### config.mk
export PLATFORM = sky130hd
export DESIGN_NAME = module_set
export DESIGN_NICKNAME = d
export VERILOG_FILES = /design/src/hw/fhe_data_pkg.sv /design/src/hw/fhe_route_pkg.sv /design/src/hw/ram_port_if.sv /design/src/hw/slot_bank.sv /design/src/hw/buffer_interconnect.sv /design/src/hw/vector_modular_unit.sv /design/src/hw/module_set.sv
export VERILOG_INCLUDE_DIRS = /design/src /design/src/hw
export SDC_FILE = /design/constraint.sdc
export NUM_CORES = 2
export LEC_CHECK = 0
export BUFFER_PORTS_ARGS = -buffer_cell sky130_fd_sc_hd__buf_2
export CAP_MARGIN = 20
export CORE_AREA = 4 4 527 529
export DETAILED_ROUTE_END_ITERATION = 10
export DIE_AREA = 0 0 531 533
export PLACE_DENSITY_LB_ADDON = 0.15
export RECOVER_POWER = 25
export SYNTH_ARGS = -nofsm -noshare
export SYNTH_HDL_FRONTEND = slang
export SYNTH_SLANG_ARGS = --single-unit
### constraint.sdc
create_clock -name clk -period 14 [get_ports clk]
set_input_delay 0.7 -clock clk [delete_from_list [all_inputs] [get_ports clk]]
set_output_delay 0.7 -clock clk [all_outputs]
set_load 0.005 [all_outputs]
### src/hw/fhe_params.svh
`ifndef FHE_PARAMS_SVH
`define FHE_PARAMS_SVH

// coefficient width in bits
`define FHE_FSIZE 16

// coefficients per buffer RAM word
`define FHE_E 4

// words per vector and matching address width
`define FHE_VEC_DEPTH 16
`define FHE_ADDR_W 4

// slots and module ports
// module port 0 is the host, 1 is vector op1, 2 is vector op2
`define FHE_SLOT_NUM 3
`define FHE_MODULE_NUM 3
`define FHE_IDX_W 2

`endif

### src/hw/fhe_data_pkg.sv
`include "fhe_params.svh"

package fhe_data_pkg;

    // one coefficient mod p
    typedef logic [`FHE_FSIZE-1:0] coeff_t;

    // one RAM word, lane l sits at bits [l*FSIZE +: FSIZE]
    typedef logic [`FHE_E*`FHE_FSIZE-1:0] lane_word_t;

    // word address inside a slot
    typedef logic [`FHE_ADDR_W-1:0] vec_addr_t;

endpackage

### src/hw/fhe_route_pkg.sv
`include "fhe_params.svh"

package fhe_route_pkg;

    typedef logic [`FHE_IDX_W-1:0] slot_idx_t;
    typedef logic [`FHE_IDX_W-1:0] module_idx_t;

    // element-wise operations of the vector unit
    typedef enum logic [1:0] {
        op_add        = 2'd0,
        op_sub        = 2'd1,
        op_add_scalar = 2'd2,
        op_sub_scalar = 2'd3
    } vector_op_t;

    typedef enum logic [1:0] {
        st_idle  = 2'd0,
        st_run   = 2'd1,
        st_drain = 2'd2
    } vec_state_t;

endpackage

### src/hw/ram_port_if.sv
`timescale 1ns/100ps

interface ram_port_if
    import fhe_data_pkg::*;
();

    vec_addr_t  raddr;
    vec_addr_t  waddr;
    lane_word_t wdata;
    logic       wren;
    lane_word_t rdata;

    // module or crossbar side
    modport requester (
        output raddr, waddr, wdata, wren,
        input  rdata
    );

    modport memory (
        input  raddr, waddr, wdata, wren,
        output rdata
    );

endinterface

### src/hw/slot_bank.sv
`timescale 1ns/100ps
`include "fhe_params.svh"

module slot_bank
    import fhe_data_pkg::*;
(
    input logic        clk,
    ram_port_if.memory slot [`FHE_SLOT_NUM]
);

    // one simple dual-port RAM per slot
    for (genvar s = 0; s < `FHE_SLOT_NUM; s++) begin : g_slot
        lane_word_t mem [`FHE_VEC_DEPTH];

        always_ff @(posedge clk) begin
            if (slot[s].wren) begin
                mem[slot[s].waddr] <= slot[s].wdata;
            end
        end

        // registered read, old data on a same-address write
        always_ff @(posedge clk) begin
            slot[s].rdata <= mem[slot[s].raddr];
        end
    end

endmodule

### src/hw/buffer_interconnect.sv
`timescale 1ns/100ps
`include "fhe_params.svh"

module buffer_interconnect
    import fhe_data_pkg::*;
    import fhe_route_pkg::*;
(
    ram_port_if.memory    module_side [`FHE_MODULE_NUM],
    ram_port_if.requester slot_side [`FHE_SLOT_NUM],
    input  module_idx_t   module_select [`FHE_SLOT_NUM],
    input  slot_idx_t     slot_select [`FHE_MODULE_NUM]
);

    vec_addr_t  m_raddr [`FHE_MODULE_NUM];
    vec_addr_t  m_waddr [`FHE_MODULE_NUM];
    lane_word_t m_wdata [`FHE_MODULE_NUM];
    logic       m_wren  [`FHE_MODULE_NUM];
    lane_word_t s_rdata [`FHE_SLOT_NUM];

    // flatten interface arrays so they can be indexed at run time
    for (genvar m = 0; m < `FHE_MODULE_NUM; m++) begin : g_mod_in
        assign m_raddr[m] = module_side[m].raddr;
        assign m_waddr[m] = module_side[m].waddr;
        assign m_wdata[m] = module_side[m].wdata;
        assign m_wren[m]  = module_side[m].wren;
    end

    for (genvar s = 0; s < `FHE_SLOT_NUM; s++) begin : g_slot_in
        assign s_rdata[s] = slot_side[s].rdata;
    end

    // request path, module -> slot
    for (genvar s = 0; s < `FHE_SLOT_NUM; s++) begin : g_req
        logic hit;

        assign hit = (module_select[s] < `FHE_MODULE_NUM);

        assign slot_side[s].raddr = hit ? m_raddr[module_select[s]] : '0;
        assign slot_side[s].waddr = hit ? m_waddr[module_select[s]] : '0;
        assign slot_side[s].wdata = hit ? m_wdata[module_select[s]] : '0;
        assign slot_side[s].wren  = hit ? m_wren[module_select[s]] : 1'b0;
    end

    // read data path, slot -> module
    for (genvar m = 0; m < `FHE_MODULE_NUM; m++) begin : g_rsp
        logic hit;

        assign hit = (slot_select[m] < `FHE_SLOT_NUM);

        assign module_side[m].rdata = hit ? s_rdata[slot_select[m]] : '0;
    end

endmodule

### src/hw/vector_modular_unit.sv
`timescale 1ns/100ps
`include "fhe_params.svh"

module vector_modular_unit
    import fhe_data_pkg::*;
    import fhe_route_pkg::*;
(
    input  logic          clk,
    input  logic          arst_n,
    input  logic          start,
    input  vector_op_t    operation,
    input  coeff_t        p,
    input  coeff_t        scalar,
    output logic          working,
    ram_port_if.requester op1,
    ram_port_if.requester op2
);

    vec_state_t state;
    vec_addr_t  rd_addr;
    vec_addr_t  wr_addr;
    logic       wr_valid;
    logic       last_rd;

    vector_op_t op_r;
    coeff_t     p_r;
    coeff_t     scalar_r;
    logic       is_sub;
    logic       use_scalar;
    lane_word_t result;

    // a +/- b mod m, both inputs already below m
    function automatic coeff_t mod_lane(
        input coeff_t a,
        input coeff_t b,
        input coeff_t m,
        input logic   sub
    );
        logic [`FHE_FSIZE:0] sum;
        sum = {1'b0, a} + {1'b0, b};
        if (sub) begin
            if (a >= b) begin
                return a - b;
            end
            // wraps mod 2^FSIZE, true value is below m
            return a + m - b;
        end
        if (sum >= {1'b0, m}) begin
            return coeff_t'(sum - {1'b0, m});
        end
        return sum[`FHE_FSIZE-1:0];
    endfunction

    assign last_rd = (rd_addr == vec_addr_t'(`FHE_VEC_DEPTH - 1));
    assign working = (state != st_idle);

    always_ff @(posedge clk or negedge arst_n) begin
        if (!arst_n) begin
            state    <= st_idle;
            rd_addr  <= '0;
            wr_valid <= 1'b0;
        end else begin
            // result of the word read this cycle is written next cycle
            wr_valid <= (state == st_run);
            case (state)
                st_idle: begin
                    if (start) begin
                        state   <= st_run;
                        rd_addr <= '0;
                    end
                end
                st_run: begin
                    rd_addr <= rd_addr + vec_addr_t'(1);
                    if (last_rd) begin
                        state <= st_drain;
                    end
                end
                st_drain: state <= st_idle;
                default:  state <= st_idle;
            endcase
        end
    end

    // operands captured on an accepted start
    always_ff @(posedge clk) begin
        wr_addr <= rd_addr;
        if (state == st_idle && start) begin
            op_r     <= operation;
            p_r      <= p;
            scalar_r <= scalar;
        end
    end

    assign is_sub     = (op_r == op_sub) || (op_r == op_sub_scalar);
    assign use_scalar = (op_r == op_add_scalar) || (op_r == op_sub_scalar);

    for (genvar l = 0; l < `FHE_E; l++) begin : g_lane
        coeff_t a;
        coeff_t b;

        assign a = op1.rdata[l*`FHE_FSIZE +: `FHE_FSIZE];
        assign b = use_scalar ? scalar_r : op2.rdata[l*`FHE_FSIZE +: `FHE_FSIZE];
        assign result[l*`FHE_FSIZE +: `FHE_FSIZE] = mod_lane(a, b, p_r, is_sub);
    end

    // results go back in place through op1
    assign op1.raddr = rd_addr;
    assign op1.waddr = wr_addr;
    assign op1.wdata = result;
    assign op1.wren  = wr_valid;

    // op2 is read only
    assign op2.raddr = rd_addr;
    assign op2.waddr = wr_addr;
    assign op2.wdata = '0;
    assign op2.wren  = 1'b0;

endmodule

### src/hw/module_set.sv
`timescale 1ns/100ps
`include "fhe_params.svh"

module module_set
    import fhe_data_pkg::*;
    import fhe_route_pkg::*;
(
    input  logic        clk,
    input  logic        arst_n,

    // host port
    input  vec_addr_t   host_raddr,
    input  vec_addr_t   host_waddr,
    input  lane_word_t  host_wdata,
    input  logic        host_wren,
    output lane_word_t  host_rdata,

    // routing
    input  module_idx_t module_select [`FHE_SLOT_NUM],
    input  slot_idx_t   slot_select [`FHE_MODULE_NUM],

    // vector unit
    input  logic        start,
    input  vector_op_t  operation,
    input  coeff_t      p,
    input  coeff_t      scalar,
    output logic        working
);

    // module ports: 0 host, 1 op1, 2 op2
    ram_port_if mod_port [`FHE_MODULE_NUM] ();
    ram_port_if slot_port [`FHE_SLOT_NUM] ();

    assign mod_port[0].raddr = host_raddr;
    assign mod_port[0].waddr = host_waddr;
    assign mod_port[0].wdata = host_wdata;
    assign mod_port[0].wren  = host_wren;
    assign host_rdata        = mod_port[0].rdata;

    slot_bank u_slot_bank (
        .clk  (clk),
        .slot (slot_port)
    );

    buffer_interconnect u_buffer_interconnect (
        .module_side   (mod_port),
        .slot_side     (slot_port),
        .module_select (module_select),
        .slot_select   (slot_select)
    );

    vector_modular_unit u_vector_modular_unit (
        .clk       (clk),
        .arst_n    (arst_n),
        .start     (start),
        .operation (operation),
        .p         (p),
        .scalar    (scalar),
        .working   (working),
        .op1       (mod_port[1]),
        .op2       (mod_port[2])
    );

endmodule

* After elaboration in Yosys (flattened, before gate mapping) *
Memory sizes are Yosys's and may differ from the RTL's. A register that Yosys moved wholly into a read port is not among the register bits.
Index checks and enable logic that the tools add are counted.

word-level totals
  memory bits (read-only) = 0
  memories = 3
  output and inout port bits = 65
  RAM bits = 3,072
  bits in latches = 0
  flip-flop bits (word level) = 45
  input port bits = 122

memory list
  name                       words  bits a word  read ports  clocked after Yosys merged registers in  wr ports  line             RTL
  u_slot_bank.g_slot[0].mem  16     64           1           1                                        1         slot_bank.sv:13  lane_word_t mem [`FHE_VEC_DEPTH];
  u_slot_bank.g_slot[1].mem  16     64           1           1                                        1         slot_bank.sv:13
  u_slot_bank.g_slot[2].mem  16     64           1           1                                        1         slot_bank.sv:13

cells by class
  divide/modulo/power cells = 0
  equal/unequal tests = 7
  bitwise operators = 6
  multipliers = 0
  muxes and demuxes = 116
  add/subtract/negate cells = 21
  shift operators = 0
  magnitude comparators = 20
  reductions and logical operators = 8

operators by type and width
  kind                                                                    number
  64-bit two-way mux                                                      18
  64-bit binary-select mux with 2-bit select                              6
  16-bit two-way mux                                                      28
  16-bit subtractor                                                       12
  4-bit two-way mux                                                       19
  16-bit by 16-bit adder with 17-bit output                               4
  17-bit by 16-bit greater-or-equal comparator with 1-bit output          4
  16-bit adder                                                            4
  16-bit greater-or-equal comparator                                      4
  4-bit binary-select mux with 2-bit select                               6
  1-bit two-way mux                                                       32
  3-bit greater-or-equal comparator (second input constant)               6
  2-bit inverter with 3-bit output                                        6
  2-bit < comparator (second input constant)                              6
  4-bit case mux with 2 select lines                                      1
  1-bit binary-select mux with 2-bit select                               3
  4-bit by 1-bit adder with 4-bit output (second input constant)          1
  2-bit by 1-bit equality test with 1-bit output (second input constant)  2
  2-bit equality test (second input constant)                             2
  4-bit equality test (second input constant)                             1
  2-bit two-way mux                                                       2
  2-bit case mux with 2 select lines                                      1
  2-bit AND reduction                                                     2
  2-bit nonzero test                                                      2
  other kinds (5)                                                         6

* Logic depth before layout (Yosys ltp) *
  depth in word-level cells = 18
  gate-level depth with buffers = 27
  depth with buffers taken out = 24

* Cells and area by module *
Synthesis repeated with hierarchy kept, for this count alone.

unflattened totals
  cells, all modules = 8,178
  area, all modules = 144,837.7 µm²

by module, submodules not included
  module               cells an instance  instances  seq. area each (µm²)  area each (µm²)
  slot_bank            4,941              1          96,092.2              118,757.6
  vector_modular_unit  2,274              1          1,276.2               17,232.8
  buffer_interconnect  963                1          0.0                   8,847.2

* Least setup slack after synthesis *
Ideal clock, no wire load.

  path type = input-to-reg
  start point = in module_select[4] in the netlist's numbering
  end point = mem u_slot_bank.g_slot[0].mem[15][0] in the netlist's numbering (enable)
  cell stages on the path = 4
  data required time = 13.334 ns
  setup slack = 5.219 ns
  arrival time = 8.115 ns
  buffers on the path = 2
  library setup time = 0.666 ns
  path through = buf_1 > clkbuf_1 > a31oi_1 > nor4b_1

between the ends
  word-level cells in the longest chain between the ends = 7

ends and longest elaborated chain
  element                                                 line                                                  RTL
  start, declared                                         module_set.sv:19                                      input module_idx_t module_select [`FHE_SLOT_NUM],
  2-bit inverter with 3-bit output (implied by the code)  buffer_interconnect.sv:39, buffer_interconnect.sv:41
  1-bit binary-select mux with 2-bit select               buffer_interconnect.sv:41                             assign slot_side[s].wren = hit ? m_wren[module_select[s]] : 1'b0;
  1-bit two-way mux (implied by the code) (2 in a row)    buffer_interconnect.sv:41
  1-bit two-way mux                                       buffer_interconnect.sv:41
  1-bit two-way mux                                       slot_bank.sv:16                                       if (slot[s].wren) begin
  1-bit two-way mux (implied by the code)                 slot_bank.sv:17                                       mem[slot[s].waddr] <= slot[s].wdata;
  end, declared                                           slot_bank.sv:13

Several ways; a longest one is shown, not always the timed one. The select of a mux whose other input is x is not followed.

* Worst setup path after layout *
  start point = reg u_vector_modular_unit.rd_addr[1] (netlist: u_vector_modular_unit.op1.raddr[1])
  end point = reg u_slot_bank.slot[0].rdata[30], read port of u_slot_bank.g_slot[0].mem

between the ends
  word-level cells in the longest chain between the ends = 4

ends and longest elaborated chain
  element                                               line                       RTL
  start, declared                                       vector_modular_unit.sv:20  vec_addr_t rd_addr;
  start signal, assigned                                vector_modular_unit.sv:73  rd_addr <= rd_addr + vec_addr_t'(1);
  4-bit binary-select mux with 2-bit select             buffer_interconnect.sv:38  assign slot_side[s].raddr = hit ? m_raddr[module_select[s]] : '0;
  4-bit two-way mux (implied by the code) (2 in a row)  buffer_interconnect.sv:38
  4-bit two-way mux                                     buffer_interconnect.sv:38
  end, declared                                         ram_port_if.sv:21          output rdata

No other way between the ends. The select of a mux whose other input is x is not followed.
A chain may end at the register's enable or synchronous reset.

==> results.md <==
* Clk sink count at between 3k and 4k
* CP arrival at about 12000 ps
* First-pass GRT wire length at 741.4 mm
* Sequential area share after synthesis at 0.6517
* Die ar. at around 0.28 mm2
* RSZ-0062 raised after global routing: no
* Hpwl dp at approximately 340 mm
* Syn avg cell area at 12.48 um2
* Largest net degree at the start of global routing at roughly 190
* Die Y at around 530 um
* IO Pins at 187
* Total grt overflow at 0
* Top cells by count, synth: edfxtp_1, nand2_1, a211oi_1, and2_1, clkbuf_1
* Slew headroom at -5.161
* PortBufs at ~190
* Layout cells sized above 1 at 0.09474
* Final setup viols at 0
* Post-route clock period utilization at 0.7783
* Netlist cell types at 98
* DRT Wirelength at 537.0 mm
* Final worst slack at 3104 ps
* CTS H-tree lvls at 5
* Max Fclk at 91.78 MHz
* Power density over the cells at 233.3 mW/mm2
* Yosys Warn Count at 0
* Area occupied by multi-input gates at roughly 0.049 mm2
* Synth area leaders: edfxtp_1, a211oi_1, nand2_1
* DRT antenna net count at 0
* Most used flip-flop cell after synthesis: edfxtp_1
* Post-synth top area share at 0.6242
* Pins Over Slew Limit at 2182
* Post-Syn Instances at ~12k
* CP max-delay cell: clkbuf_1
* Post-Synth Simple-Gate Area at 0.1086
* Worst-Skew Late Latency at 960 ps
* Place WS at 4801 ps
* Vias at about 110k
* Largest family of logic cells by synthesized area: compound AO/OA/AOI/OAI gates
* Post-layout min period at around 11000 ps
* Cell Area, Synth at 0.1494 mm2
* Cell with the most instances after synthesis: edfxtp_1
* Synth Net Count at around 12k
* Setup Buffers After CTS at 0
* Drt first pass iters at 8
* Post-synth EDFFs at 3106
* DRC at 0
* CP required at about 15000 ps
* XOR/XNOR share of the synthesized area at 0.01102
* Total global routing track utilization at 0.3691
* Leakage at 57.53 nW
* Adder-Cell Fraction of Synth Area at 0.03137
* CP endpoint kind: flop
* Failing checks: max-capacitance violations, max-slew violations
* Filler instances at about 21k
* Die width at 531 um
* Mean number of vias per cell at roughly 6.7
* Vias in the first global route at slightly below 100k
* Std-Cell Rows at between 150 and 200
* Top delay family on crit path: buffers and inverters
* Multiplexer area fraction after synthesis at 0.01721
* Inst Count DP at approximately 15k
* TNS Setup at 0 ps
* Synth Area in Compound Gates at 0.1511
* Starting density of the core at 0.5475
* CTS Buf Count at about 340
* Non-filler cells, final at 15.99k
* Hold Crit Class: in -> async
* Crit-path max cell delay at 6260 ps
* Most used cell, CP: a21oi_1
* Maximum clock path buffer count at 4
* FF+latch area at 0.09737 mm2
* Initial DRC Count at 16.06k
* # nets final at 12.50k
* Peak VDD IR at 0.1363 mV
* WL per Instance at ~34 um
* Status: complete, but fails checks
* Worst Clk Skew at about 55 ps
* Root buf cell: clkbuf_16
* Max Fanout on Critical Path at ~190
* WS Path Type: reg -> reg
* Async SR Flop Fraction at 0.002115
* Max-cap check violation count at 77
* Cell chain of the critical path: mux2i_1 -> nor2_1 -> a21oi_4 -> clkbuf_1 -> buf_4 -> a211oi_1 -> a311oi_1 -> a21oi_1 -> a21oi_1
* Worst path buffer plus inverter count at 2
* Layout area overhead at 11.75%
* Clock transition at the registers of the reported paths at about 60 ps
* Area leader, netlist: edfxtp_1
* Actual slew at the worst max-slew pin at approximately 9000 ps
* CORE AREA at about 0.27 mm2
* CTS tree: done
* Final hold violations at 0
* Antenna violations before repair at slightly above 70
* Worst Setup Start Kind: flop
* #FFs+latches synth at between 3k and 4k
* Placer Congestion at 1.012
cells by family (layout without fill, tap and decap cells):
group / Yosys count / in the layout
other cells: 0 / 73
flops: 3309 / 3309
xor+xnor: 188 / 188
simple gates: 3512 / 3512
mux: 255 / 255
buf+inv: 1140 / 1496
compound gates: 3237 / 3237
fa+ha+maj: 332 / 332
area by class of cell:
cell class                 count  share of cell area
antenna                       73            0.001094
timing repair buffer         575             0.02348
clock buffer                 434             0.05502
multi-input combinational   7524              0.2911
clock inverter               195             0.01275
inverter                     292            0.006564
tap                         3589             0.02689
sequential                  3309              0.5831
state kept, by name (all words and copies together) (netlist names):
signal	cells
u_vector_modular_unit.p_r	16
u_vector_modular_unit.op1.waddr	4
u_vector_modular_unit.op1.raddr	4
u_vector_modular_unit.op1.wren	1
u_vector_modular_unit.state	2
u_slot_bank.g_slot.mem	3072
u_slot_bank.slot.rdata	192
u_vector_modular_unit.scalar_r	16
u_vector_modular_unit.op_r	2
stage by stage:
| step | hold slack [ps] | total power [mW] | cell area, um2 | util |
|---|---|---|---|---|
| finish | 210.5 | 38.95 | 167000 | 0.6118 |
| global route | 216.2 | 40.38 | 166900 | 0.6117 |
| CTS | 90.92 | 38.41 | 166900 | 0.6116 |
| detailed placement | 542.7 | 29.24 | 155300 | 0.5689 |
| global placement | 535.3 | 29.07 | 155100 | 0.5683 |
| floorplan | 345.4 | 23.18 | 149400 | - |
report_power, final:
group / switching, mW / total (mW) / internal, mW / leakage [nW]
Clock: 3.93 / 9.19 / 5.27 / 5.53
Combinational: 11.1 / 15.9 / 4.90 / 21.8
Sequential: 0.819 / 13.8 / 13.0 / 30.2
Total: 15.8 / 39.0 / 23.2 / 57.5
layout by cell type, fill, tap and decap left out, drive strengths merged, types with 23 or more instances in the layout:
cell type    netlist  routed
buf               95     436
o31a              69      69
xnor2            131     131
nor2b             29      29
diode              0      73
mux2i            240     240
o21a              24      24
nor3              72      72
edfxtp          3106    3106
dfxtp            196     196
and2             838     838
dlygate4sd3        0      35
xor2              57      57
a21o              94      94
ha               261     261
or3               34      34
o211ai            75      75
clkinv             4     139
clkbuf           753     538
fa                71      71
a31oi            412     412
nand2           1842    1842
nand3             92      92
a311oi           401     401
o22ai             23      23
nor2             416     416
inv              288     306
a21oi            621     621
o21ai            241     241
nand2b            94      94
o21bai            37      37
bufinv             0      31
a211oi          1068    1068
per-layer routing:
layer | GRT usage | share of wire | up-vias
met1 | 0.5091 | 0.38 | 53520
met4 | 0.2171 | 0.068 | 22
met2 | 0.5429 | 0.44 | 6672
met3 | 0.07822 | 0.11 | 1330
li1 | - | - | 45440
met5 | 0 | 0.00027 | -
path summary, 6_finish.rpt:
check / end / from / depth (start not counted) / slack, ps
max: u_slot_bank.slot[0].rdata[30]$_DFF_P_ / u_vector_modular_unit.op1.raddr[1]$_DFFE_PN0P_ / 9 / 3100
min: u_vector_modular_unit.state[0]$_DFFE_PN0P_ / arst_n / 2 / 210
max reg2reg: u_slot_bank.slot[0].rdata[30]$_DFF_P_ / u_vector_modular_unit.op1.raddr[1]$_DFFE_PN0P_ / 9 / 3100
min reg2reg: u_vector_modular_unit.op1.raddr[2]$_DFFE_PN0P_ / u_vector_modular_unit.state[0]$_DFFE_PN0P_ / 1 / 590
max in group asynchronous: u_vector_modular_unit.op1.raddr[3]$_DFFE_PN0P_ / arst_n / 2 / 13510
min in group clk: u_vector_modular_unit.op1.raddr[0]$_DFFE_PN0P_ / start / 4 / 230
what timing repair did:
item	in CTS	in global routing
hold endpoints to repair	41	0
endpoints found under the setup margin	0	0
resized for setup	0	0
hold buffers	35	0
No activity file was read; power rests on OpenSTA's default activity.
